`src/common/lsu_defines.svh`:
```
/*
 * Width and timing constants for the load/store unit.
 * Included by the package and by any block that needs a raw bound.
 */

`ifndef LSU_DEFINES_SVH
`define LSU_DEFINES_SVH

// data path
`define LSU_DATA_W   32  // core word and bus data width
`define LSU_BYTES    4   // byte lanes per bus word
`define LSU_OFFSET_W 2   // byte offset bits inside a word

// upper bound on cycles an access may stay on the bus,
// shared by the RTL checks and the testbench timeouts
`define LSU_WAIT_MAX 64

`endif

```
`src/common/lsu_pkg.sv`:
```
/*
 * Shared types of the load/store unit: data words, byte enables,
 * access size and the bus-control state encoding.
 */

`include "lsu_defines.svh"

package lsu_pkg;

  //////////////////////
  // data path types
  //////////////////////

  typedef logic [`LSU_DATA_W-1:0]   word_t;    // data word or byte address
  typedef logic [`LSU_BYTES-1:0]    be_t;      // one enable per byte lane
  typedef logic [`LSU_OFFSET_W-1:0] offset_t;  // byte position in a word

  // access size, same encoding as the core's load/store type field
  typedef enum logic [1:0] {
    SIZE_WORD = 2'b00,
    SIZE_HALF = 2'b01,
    SIZE_BYTE = 2'b10
  } lsu_size_e;

  //////////////////////
  // bus control FSM
  //////////////////////

  typedef enum logic [2:0] {
    IDLE          = 3'd0,  // free, takes the next access
    WAIT_GNT_1    = 3'd1,  // part 1 on the bus
    WAIT_GNT_2    = 3'd2,  // part 2 on the bus, part 1 rvalid may still be due
    WAIT_RVALID_1 = 3'd3,  // both granted, part 1 rvalid pending
    WAIT_RVALID_2 = 3'd4   // only the final rvalid pending
  } bus_state_e;

endpackage

```
`src/lsu/lsu_req_prep.sv`:
```
/*
 * Request stage of the load/store unit. Takes one core request, decides
 * whether it splits, and holds both word addresses, byte enables and
 * lane-rotated store data until the bus stage takes them.
 */

`timescale 1ns/1ps

`include "lsu_defines.svh"

module lsu_req_prep (
  input  logic                clk_i,
  input  logic                rst_ni,
  input  logic                req_valid_i,
  output logic                req_ready_o,
  input  logic                req_we_i,
  input  lsu_pkg::lsu_size_e  req_size_i,
  input  logic                req_sign_ext_i,
  input  lsu_pkg::word_t      req_addr_i,
  input  lsu_pkg::word_t      req_wdata_i,
  output logic                acc_valid_o,
  input  logic                acc_ready_i,
  output logic                acc_split_o,
  output logic                acc_we_o,
  output lsu_pkg::lsu_size_e  acc_size_o,
  output logic                acc_sign_ext_o,
  output lsu_pkg::offset_t    acc_offset_o,
  output lsu_pkg::word_t      acc_addr1_o,
  output lsu_pkg::word_t      acc_addr2_o,
  output lsu_pkg::be_t        acc_be1_o,
  output lsu_pkg::be_t        acc_be2_o,
  output lsu_pkg::word_t      acc_wdata_o
);

  import lsu_pkg::*;

  logic    full_q;          // stage holds an access
  logic    accept;
  logic    split;
  offset_t offset;
  word_t   addr_al;         // word-aligned part 1 address
  be_t     be1, be2;
  word_t   wdata_rot;

  assign offset  = req_addr_i[`LSU_OFFSET_W-1:0];
  assign addr_al = {req_addr_i[`LSU_DATA_W-1:`LSU_OFFSET_W], {`LSU_OFFSET_W{1'b0}}};

  // misaligned word, or half word crossing into the next word
  assign split = ((req_size_i == SIZE_WORD) && (offset != 2'd0)) ||
                 ((req_size_i == SIZE_HALF) && (offset == 2'd3));

  //////////////////////
  // byte enables
  //////////////////////

  always_comb begin
    be2 = 4'b0000;                        // only split sizes use part 2
    unique case (req_size_i)
      SIZE_WORD: begin
        be1 = 4'b1111 << offset;          // 1111 1110 1100 1000
        case (offset)
          2'd1:    be2 = 4'b0001;
          2'd2:    be2 = 4'b0011;
          2'd3:    be2 = 4'b0111;
          default: be2 = 4'b0000;
        endcase
      end
      SIZE_HALF: begin
        be1 = 4'b0011 << offset;          // offset 3 keeps only lane 3
        if (offset == 2'd3) be2 = 4'b0001;
      end
      default:   be1 = 4'b0001 << offset; // byte, one lane
    endcase
  end

  // rotate left by offset so byte 0 of the data lands on the addressed lane
  always_comb begin
    unique case (offset)
      2'd1:    wdata_rot = {req_wdata_i[23:0], req_wdata_i[31:24]};
      2'd2:    wdata_rot = {req_wdata_i[15:0], req_wdata_i[31:16]};
      2'd3:    wdata_rot = {req_wdata_i[7:0],  req_wdata_i[31:8]};
      default: wdata_rot = req_wdata_i;
    endcase
  end

  //////////////////////
  // stage register
  //////////////////////

  assign req_ready_o = !full_q || acc_ready_i;  // empty, or emptying now
  assign accept      = req_valid_i && req_ready_o;

  always_ff @(posedge clk_i or negedge rst_ni) begin
    if (!rst_ni) begin
      full_q <= 1'b0;
    end else if (req_ready_o) begin
      full_q <= req_valid_i;                  // refill or drain
    end
  end

  always_ff @(posedge clk_i) begin
    if (accept) begin
      acc_split_o    <= split;
      acc_we_o       <= req_we_i;
      acc_size_o     <= req_size_i;
      acc_sign_ext_o <= req_sign_ext_i;
      acc_offset_o   <= offset;
      acc_addr1_o    <= addr_al;
      acc_addr2_o    <= addr_al + `LSU_BYTES;  // next word
      acc_be1_o      <= be1;
      acc_be2_o      <= be2;
      acc_wdata_o    <= wdata_rot;             // same word for both parts
    end
  end

  assign acc_valid_o = full_q;

  // a stalled access keeps all its fields until the bus stage takes it
  a_acc_hold: assert property (@(posedge clk_i) disable iff (!rst_ni)
    (acc_valid_o && !acc_ready_i) |=> acc_valid_o &&
      $stable({acc_split_o, acc_we_o, acc_size_o, acc_sign_ext_o, acc_offset_o,
               acc_addr1_o, acc_addr2_o, acc_be1_o, acc_be2_o, acc_wdata_o}));

endmodule

```
`src/lsu/lsu_bus_ctrl.sv`:
```
/*
 * Bus stage of the load/store unit. Drives one or two word accesses on the
 * req/gnt/rvalid bus, lets part 2 be granted before part 1 returns, and
 * flags the first and the final rvalid for the response stage.
 */

`timescale 1ns/1ps

`include "lsu_defines.svh"

module lsu_bus_ctrl (
  input  logic                clk_i,
  input  logic                rst_ni,
  input  logic                acc_valid_i,
  output logic                acc_ready_o,
  input  logic                acc_split_i,
  input  logic                acc_we_i,
  input  lsu_pkg::lsu_size_e  acc_size_i,
  input  logic                acc_sign_ext_i,
  input  lsu_pkg::offset_t    acc_offset_i,
  input  lsu_pkg::word_t      acc_addr1_i,
  input  lsu_pkg::word_t      acc_addr2_i,
  input  lsu_pkg::be_t        acc_be1_i,
  input  lsu_pkg::be_t        acc_be2_i,
  input  lsu_pkg::word_t      acc_wdata_i,
  output logic                data_req_o,
  output lsu_pkg::word_t      data_addr_o,
  output logic                data_we_o,
  output lsu_pkg::be_t        data_be_o,
  output lsu_pkg::word_t      data_wdata_o,
  input  logic                data_gnt_i,
  input  logic                data_rvalid_i,
  input  logic                data_err_i,
  output logic                part1_rvalid_o,
  output logic                last_rvalid_o,
  output logic                bus_err_o,
  output lsu_pkg::lsu_size_e  size_o,
  output logic                sign_ext_o,
  output logic                we_o,
  output lsu_pkg::offset_t    offset_o
);

  import lsu_pkg::*;

  localparam int unsigned CycW = $clog2(`LSU_WAIT_MAX + 1);

  bus_state_e state_q, state_d;
  logic       acc_take;
  logic       gnt_take;            // request accepted by memory this cycle
  logic [1:0] out_q;               // granted parts still owed an rvalid
  logic       err_q;               // part 1 error, held for the final response
  logic [CycW-1:0] busy_cyc_q;     // cycles since the access left IDLE

  // captured access
  logic  split_q;
  word_t addr1_q, addr2_q;
  be_t   be1_q, be2_q;

  assign acc_ready_o = (state_q == IDLE);
  assign acc_take    = acc_valid_i && acc_ready_o;

  always_ff @(posedge clk_i) begin
    if (acc_take) begin
      split_q      <= acc_split_i;
      we_o         <= acc_we_i;
      size_o       <= acc_size_i;
      sign_ext_o   <= acc_sign_ext_i;
      offset_o     <= acc_offset_i;
      addr1_q      <= acc_addr1_i;
      addr2_q      <= acc_addr2_i;
      be1_q        <= acc_be1_i;
      be2_q        <= acc_be2_i;
      data_wdata_o <= acc_wdata_i;
    end
  end

  //////////////////////
  // FSM
  //////////////////////

  always_comb begin
    state_d = state_q;
    unique case (state_q)
      IDLE:          if (acc_valid_i)   state_d = WAIT_GNT_1;
      WAIT_GNT_1:    if (data_gnt_i)    state_d = split_q ? WAIT_GNT_2 : WAIT_RVALID_2;
      WAIT_GNT_2: begin
        // part 1 may have returned already, or returns right now
        if (data_gnt_i) begin
          state_d = (out_q != 2'd0 && !data_rvalid_i) ? WAIT_RVALID_1 : WAIT_RVALID_2;
        end
      end
      WAIT_RVALID_1: if (data_rvalid_i) state_d = WAIT_RVALID_2;
      WAIT_RVALID_2: if (data_rvalid_i) state_d = IDLE;
      default:                          state_d = IDLE;
    endcase
  end

  assign gnt_take = data_req_o && data_gnt_i;

  always_ff @(posedge clk_i or negedge rst_ni) begin
    if (!rst_ni) begin
      state_q    <= IDLE;
      out_q      <= 2'd0;
      err_q      <= 1'b0;
      busy_cyc_q <= '0;
    end else begin
      state_q <= state_d;
      out_q   <= out_q + {1'b0, gnt_take} - {1'b0, data_rvalid_i};
      if (acc_take) begin
        err_q <= 1'b0;                         // fresh access
      end else if (part1_rvalid_o) begin
        err_q <= err_q | data_err_i;
      end
      busy_cyc_q <= (state_q == IDLE) ? '0 : busy_cyc_q + 1'b1;
    end
  end

  //////////////////////
  // bus and stage 3 outputs
  //////////////////////

  assign data_req_o  = (state_q == WAIT_GNT_1) || (state_q == WAIT_GNT_2);
  assign data_addr_o = (state_q == WAIT_GNT_2) ? addr2_q : addr1_q;
  assign data_be_o   = (state_q == WAIT_GNT_2) ? be2_q   : be1_q;
  assign data_we_o   = we_o;

  // only part 1 can be outstanding in these two states
  assign part1_rvalid_o = data_rvalid_i &&
                          (state_q == WAIT_GNT_2 || state_q == WAIT_RVALID_1);
  assign last_rvalid_o  = data_rvalid_i && (state_q == WAIT_RVALID_2);
  assign bus_err_o      = err_q | data_err_i;  // read with last_rvalid

  a_addr_aligned: assert property (@(posedge clk_i) disable iff (!rst_ni)
    data_req_o |-> (data_addr_o[`LSU_OFFSET_W-1:0] == '0));

  a_state_legal: assert property (@(posedge clk_i) disable iff (!rst_ni)
    state_q inside {IDLE, WAIT_GNT_1, WAIT_GNT_2, WAIT_RVALID_1, WAIT_RVALID_2});

  // memory never answers a request it has not granted
  a_rvalid_owed: assert property (@(posedge clk_i) disable iff (!rst_ni)
    data_rvalid_i |-> (out_q != 2'd0));

  // every access drains within the bus bound
  a_access_bound: assert property (@(posedge clk_i) disable iff (!rst_ni)
    busy_cyc_q < `LSU_WAIT_MAX);

endmodule

```
`src/lsu/lsu_rdata_align.sv`:
```
/*
 * Response stage of the load/store unit. Keeps the part 1 read bytes of a
 * split load, rebuilds the loaded value from both words, extends it and
 * drives the response in the cycle of the final rvalid.
 */

`timescale 1ns/1ps

module lsu_rdata_align (
  input  logic                clk_i,
  input  logic                rst_ni,
  input  logic                part1_rvalid_i,
  input  logic                last_rvalid_i,
  input  logic                bus_err_i,
  input  lsu_pkg::lsu_size_e  size_i,
  input  logic                sign_ext_i,
  input  logic                we_i,
  input  lsu_pkg::offset_t    offset_i,
  input  lsu_pkg::word_t      data_rdata_i,
  output logic                resp_valid_o,
  output lsu_pkg::word_t      resp_rdata_o,
  output logic                resp_err_o,
  output logic                resp_we_o
);

  import lsu_pkg::*;

  logic [31:8] rdata_q;     // upper three bytes of part 1
  word_t       word_al;     // realigned word
  logic [15:0] half;
  logic [7:0]  byte_v;
  word_t       ext;

  always_ff @(posedge clk_i or negedge rst_ni) begin
    if (!rst_ni) begin
      rdata_q <= '0;
    end else if (part1_rvalid_i) begin
      rdata_q <= data_rdata_i[31:8];
    end
  end

  //////////////////////
  // realignment
  //////////////////////

  // low bytes come from part 1, high bytes from the word now on the bus
  always_comb begin
    unique case (offset_i)
      2'd1:    word_al = {data_rdata_i[7:0],  rdata_q[31:8]};
      2'd2:    word_al = {data_rdata_i[15:0], rdata_q[31:16]};
      2'd3:    word_al = {data_rdata_i[23:0], rdata_q[31:24]};
      default: word_al = data_rdata_i;
    endcase
  end

  always_comb begin
    unique case (offset_i)
      2'd1:    half = data_rdata_i[23:8];
      2'd2:    half = data_rdata_i[31:16];
      2'd3:    half = {data_rdata_i[7:0], rdata_q[31:24]};  // split half word
      default: half = data_rdata_i[15:0];
    endcase
  end

  assign byte_v = data_rdata_i[8*offset_i +: 8];  // bytes never split

  // extension by size
  always_comb begin
    unique case (size_i)
      SIZE_WORD: ext = word_al;
      SIZE_HALF: ext = {{16{sign_ext_i & half[15]}}, half};
      default:   ext = {{24{sign_ext_i & byte_v[7]}}, byte_v};
    endcase
  end

  //////////////////////
  // response
  //////////////////////

  assign resp_valid_o = last_rvalid_i;
  assign resp_err_o   = last_rvalid_i & bus_err_i;
  assign resp_we_o    = we_i;
  assign resp_rdata_o = (we_i || bus_err_i) ? '0 : ext;  // nothing to return

endmodule

```
`src/hw/lsu_top.sv`:
```
/*
 * Load/store unit top level. Chains request preparation, bus control
 * and response alignment between the core port and the memory bus.
 */

`timescale 1ns/1ps

module lsu_top (
  input  logic                clk_i,
  input  logic                rst_ni,
  // core request port
  input  logic                req_valid_i,
  output logic                req_ready_o,
  input  logic                req_we_i,
  input  lsu_pkg::lsu_size_e  req_size_i,
  input  logic                req_sign_ext_i,
  input  lsu_pkg::word_t      req_addr_i,
  input  lsu_pkg::word_t      req_wdata_i,
  // memory bus
  output logic                data_req_o,
  output lsu_pkg::word_t      data_addr_o,
  output logic                data_we_o,
  output lsu_pkg::be_t        data_be_o,
  output lsu_pkg::word_t      data_wdata_o,
  input  logic                data_gnt_i,
  input  logic                data_rvalid_i,
  input  lsu_pkg::word_t      data_rdata_i,
  input  logic                data_err_i,
  // response port, no back-pressure
  output logic                resp_valid_o,
  output lsu_pkg::word_t      resp_rdata_o,
  output logic                resp_err_o,
  output logic                resp_we_o
);

  import lsu_pkg::*;

  // stage 1 -> stage 2
  logic      acc_valid, acc_ready, acc_split, acc_we, acc_sign_ext;
  lsu_size_e acc_size;
  offset_t   acc_offset;
  word_t     acc_addr1, acc_addr2, acc_wdata;
  be_t       acc_be1, acc_be2;

  // stage 2 -> stage 3
  logic      part1_rvalid, last_rvalid, bus_err, sign_ext, we;
  lsu_size_e size;
  offset_t   offset;

  lsu_req_prep lsu_req_prep_inst (
    .clk_i, .rst_ni,
    .req_valid_i, .req_ready_o, .req_we_i, .req_size_i, .req_sign_ext_i,
    .req_addr_i, .req_wdata_i,
    .acc_valid_o    (acc_valid),    .acc_ready_i    (acc_ready),
    .acc_split_o    (acc_split),    .acc_we_o       (acc_we),
    .acc_size_o     (acc_size),     .acc_sign_ext_o (acc_sign_ext),
    .acc_offset_o   (acc_offset),
    .acc_addr1_o    (acc_addr1),    .acc_addr2_o    (acc_addr2),
    .acc_be1_o      (acc_be1),      .acc_be2_o      (acc_be2),
    .acc_wdata_o    (acc_wdata)
  );

  lsu_bus_ctrl lsu_bus_ctrl_inst (
    .clk_i, .rst_ni,
    .acc_valid_i    (acc_valid),    .acc_ready_o    (acc_ready),
    .acc_split_i    (acc_split),    .acc_we_i       (acc_we),
    .acc_size_i     (acc_size),     .acc_sign_ext_i (acc_sign_ext),
    .acc_offset_i   (acc_offset),
    .acc_addr1_i    (acc_addr1),    .acc_addr2_i    (acc_addr2),
    .acc_be1_i      (acc_be1),      .acc_be2_i      (acc_be2),
    .acc_wdata_i    (acc_wdata),
    .data_req_o, .data_addr_o, .data_we_o, .data_be_o, .data_wdata_o,
    .data_gnt_i, .data_rvalid_i, .data_err_i,
    .part1_rvalid_o (part1_rvalid), .last_rvalid_o  (last_rvalid),
    .bus_err_o      (bus_err),      .size_o         (size),
    .sign_ext_o     (sign_ext),     .we_o           (we),
    .offset_o       (offset)
  );

  lsu_rdata_align lsu_rdata_align_inst (
    .clk_i, .rst_ni,
    .part1_rvalid_i (part1_rvalid), .last_rvalid_i  (last_rvalid),
    .bus_err_i      (bus_err),      .size_i         (size),
    .sign_ext_i     (sign_ext),     .we_i           (we),
    .offset_i       (offset),
    .data_rdata_i,
    .resp_valid_o, .resp_rdata_o, .resp_err_o, .resp_we_o
  );

endmodule

```
`config.mk`:
```
export PLATFORM = sky130hd
export DESIGN_NAME = lsu_top
export DESIGN_NICKNAME = d
export VERILOG_FILES = /design/src/common/lsu_pkg.sv /design/src/lsu/lsu_req_prep.sv /design/src/lsu/lsu_bus_ctrl.sv /design/src/lsu/lsu_rdata_align.sv /design/src/hw/lsu_top.sv
export VERILOG_INCLUDE_DIRS = /design/src /design/src/common
export SDC_FILE = /design/constraint.sdc
export NUM_CORES = 1
export LEC_CHECK = 0
export BUFFER_PORTS_ARGS = -buffer_cell sky130_fd_sc_hd__buf_2
export CAP_MARGIN = 5
export CORE_MARGIN = 2
export CORE_UTILIZATION = 60
export DETAILED_ROUTE_END_ITERATION = 7
export HOLD_SLACK_MARGIN = 0.05
export PLACE_DENSITY = 0.87
export REMOVE_ABC_BUFFERS = 1
export SYNTH_ARGS = -nofsm -noshare
export SYNTH_HDL_FRONTEND = slang
export SYNTH_SLANG_ARGS = --single-unit
```
`constraint.sdc`:
```
create_clock -name clk_i -period 8.2 [get_ports clk_i]
set_clock_uncertainty 0.15 [all_clocks]
set_input_delay 1.64 -clock clk_i [delete_from_list [all_inputs] [get_ports clk_i]]
set_output_delay 1.64 -clock clk_i [all_outputs]
set_load 0.02 [all_outputs]
```
==> impl_results.md <==
* Outcome: completed
* Clk root buf: clkbuf_16
* Clk buf depth at 3
* Hold Crit Depth at 0
* Worst skew pair latency at 0.50 ns
* Max H-tree Level at 1
* Max Cap Viol at 0
* Seq cells post-synth at 243
* Net Switching at 1660 µW
* Leakage power at 0.00510 µW
* Reg-to-reg endpoint: lsu_req_prep_inst.acc_addr1_o[22]
* Dominant synthesized flop cell: edfxtp_1
* Area delta synth->final at 16.4%
* PostCTS Resize Cnt at 0
* Top post-synthesis cells by area: edfxtp_1 56%, mux4_2 8.5%, dfrtp_1 6.8%, mux2_2 5.4%, mux2i_1 3.2%
* RSZ-0062 raised after global routing: no
* Worst Tran Pin Value at 1.04 ns
* Largest net degree at the start of global routing at 85
* EDFF count, synth at 212
* Most common cell after layout, fill and taps aside: edfxtp_1
* Syn. warnings at 0
* Max stage delay on crit path at 0.77 ns
* Synthesized netlist cell count at 748
* Worst path most repeated cell: buf_2
* Peak supply drop at 0.251 mV
* Sequential fraction of the synthesis area at 62.8%
* # port buffers at 209
* Critical Path End Type: primary output
* Power Total at 4790 µW
* Core ar. at 18,600 µm²
* Post-CTS Setup Inserts at 0
* Relative slew slack at 30.9%
* TNS Setup at 0 ns
* Worst-path cell chain: buf_2 -> or3_1 -> a21oi_2 -> o21a_1 -> buf_2
* PD cells at 362 nW/µm²
* Slowest-stage cell, CP: a21oi_2
* Dpl hpwl at 14,900 µm
* Area share of the leading cell type in the synthesized netlist at 56.0%
* P_int at 3130 µW
* Ys async rst share at 12.8%
* Sink Count at 243
* Crit. path cell count at 5
* Placed cell area at 12,500 µm²
* Reg power frac at 44.2%
* R2R depth at 4
* Design Area, Final at 13,200 µm²
* # hold bufs at CTS at 0
* Crit Path Class: in2out
* Initial Util at 61.0%
* DIE WIDTH at 142 µm
* Worst setup SP type: primary input
* Final ANT Viol Nets at 0
* DIE HEIGHT at 142 µm
* Register area at 7140 µm²
* CTS tree: built
* R2r setup slk at 5.39 ns
* Total Nets Final at 1,048
* Most frequent cells in the layout: 212 x edfxtp_1, 209 x buf_2, 55 x mux2_2
* Fill cells at 1,221
* Hold path start: lsu_req_prep_inst.acc_addr1_o[22]
* Yosys cell types at 56
* Max-slew violations at 0
* Die area at 20,100 µm²
* Via count at 7,074
* CP delay by family, top: compound AO/OA/AOI/OAI gates
* Clock transition at the registers of the reported paths at 0.06 ns
* Worst hold endpoint: lsu_bus_ctrl_inst.addr1_q[22]
* Grt ovf at 0
* Area leader, netlist: edfxtp_1
* DRT iter0 DRCs at 359
* Crit path buf inv count at 2
* Drt wl/cell at 18.6 µm
* Launching point of the worst reg2reg path: lsu_bus_ctrl_inst.state_q[0]
* First drt pass iteration count at 5
* Logic gate share of total power at 35.1%
* GRT Total Usage at 21.5%
* RD Place Congestion at 0.887
* Crit path DAT at 3.50 ns
* Multi-input gate area at 3900 µm²
* IO Pins at 212
* TritonCTS Buffers at 24
* Number of global-route vias before repair at 6,894
* HP Class: reg2reg
* Residual DRC at 0
* Final setup fails at 0
* Antenna violations before repair at 1
* First-pass GRT wire length at 34,500 µm
* Tcrit/Tclk final at 64.6%
* CP Data Required Time at 6.41 ns
* Post-Route WL at 22,200 µm
* Synth Cell Area at 11,400 µm²
* Share of cells above drive strength 1 at 38.1%
* Post-route minimum period at 5.29 ns
* Fmax at 189 MHz
* # rows at 50
* Clock network power share at 20.7%
* Syn avg cell area at 15.2 µm²
* Crit Path Max Fanout at 24
* Hold Fails Final Rpt at 0
* Vias per cell at 5.93
* Switch share at 34.6%
## power by group through the flow
| stage | sequential, µW | clock (µW) | combinational, µW |
|---|---|---|---|
| 3_3_place_gp | 2110 | 0 | 1640 |
| 2_1_floorplan | 2300 | 0 | 1020 |
| 4_1_cts | 2120 | 1010 | 1690 |
| 6_report | 2120 | 993 | 1680 |
| 3_5_place_dp | 2140 | 0 | 1680 |
| 5_1_grt | 2160 | 1050 | 1810 |
## per-layer routing
layer / wire length (µm) / track usage, %
met1: 8840 / 28.0
met2: 11200 / 37.4
met3: 1730 / 4.62
met4: 368 / 5.32
met5: 0 / 0
## flip-flops by register name, indices dropped and copies added, names as in the netlist, 2 cells and up
| register | cells |
|---|---|
| lsu_bus_ctrl_inst.addr1_q | 30 |
| lsu_bus_ctrl_inst.addr2_q | 30 |
| lsu_bus_ctrl_inst.be1_q | 4 |
| lsu_bus_ctrl_inst.be2_q | 3 |
| lsu_bus_ctrl_inst.data_wdata_o | 32 |
| lsu_bus_ctrl_inst.offset_o | 2 |
| lsu_bus_ctrl_inst.out_q | 2 |
| lsu_bus_ctrl_inst.size_o | 2 |
| lsu_bus_ctrl_inst.state_q | 3 |
| lsu_rdata_align_inst.rdata_q | 24 |
| lsu_req_prep_inst.acc_addr1_o | 30 |
| lsu_req_prep_inst.acc_addr2_o | 30 |
| lsu_req_prep_inst.acc_be1_o | 4 |
| lsu_req_prep_inst.acc_be2_o | 3 |
| lsu_req_prep_inst.acc_offset_o | 2 |
| lsu_req_prep_inst.acc_size_o | 2 |
| lsu_req_prep_inst.acc_wdata_o | 32 |
## per-stage QoR
step / instances / hold WS, ns / utilization, % / setup slack, ns
floorplan: 697 / 0.250 / - / 2.91
global placement: 1147 / 0.250 / 67.1 / 3.00
detailed placement: 1147 / 0.255 / 67.1 / 2.90
CTS: 1191 / 0.265 / 71.0 / 2.90
global route: 1192 / 0.270 / 71.0 / 2.79
finish: 1192 / 0.262 / 71.0 / 2.91
## cell type report
type / instances / share of cell area, %
Sequential cell: 243 / 53.9
Multi-Input combinational cell: 432 / 29.5
Timing Repair Buffer: 216 / 8.30
Clock buffer: 32 / 4.92
Tap cell: 234 / 2.21
Inverter: 22 / 0.624
Clock inverter: 12 / 0.529
Antenna cell: 1 / 0.0189
## cells in the mapped netlist, types with 3 or more instances
library cell / instances
nand4_1: 7
nand3_1: 12
mux2_2: 55
nor2_1: 12
nand2b_1: 8
edfxtp_1: 212
clkbuf_1: 11
a21oi_1: 28
a221oi_1: 7
ha_1: 3
buf_1: 4
mux2i_1: 36
o22a_1: 7
mux4_2: 43
nor2b_1: 16
buf_4: 5
mux2_4: 6
o21a_1: 27
buf_2: 29
xnor2_1: 24
o21ai_0: 24
a31oi_1: 8
dfrtp_1: 31
o22ai_1: 23
nand2_1: 34
and3_1: 6
nor3_1: 6
xor2_1: 7
inv_1: 22
and2_1: 4
## worst max-delay path by stage
stage | slack [ns] | end | from
global placement | 3.00 | resp_rdata_o[26] | data_err_i
floorplan | 2.91 | resp_rdata_o[10] | lsu_bus_ctrl_inst.offset_o[1]
detailed placement | 2.90 | resp_rdata_o[19] | data_err_i
finish | 2.91 | resp_rdata_o[19] | data_err_i
CTS | 2.90 | resp_rdata_o[19] | data_err_i
global route | 2.79 | resp_rdata_o[26] | data_err_i
## logic make-up after synthesis
logic type | after synthesis | share of synthesized area [%]
XOR/XNOR | 31 | 2.39
adder cells (fa/ha/maj) | 3 | 0.330
buffers and inverters | 74 | 3.07
AND/OR/NAND/NOR | 120 | 5.75
flip-flops | 243 | 62.8
multiplexers | 140 | 17.9
AO/OA/AOI/OAI | 136 | 7.74
other | 1 | 0.0330
No activity file was read; power rests on OpenSTA's default activity.
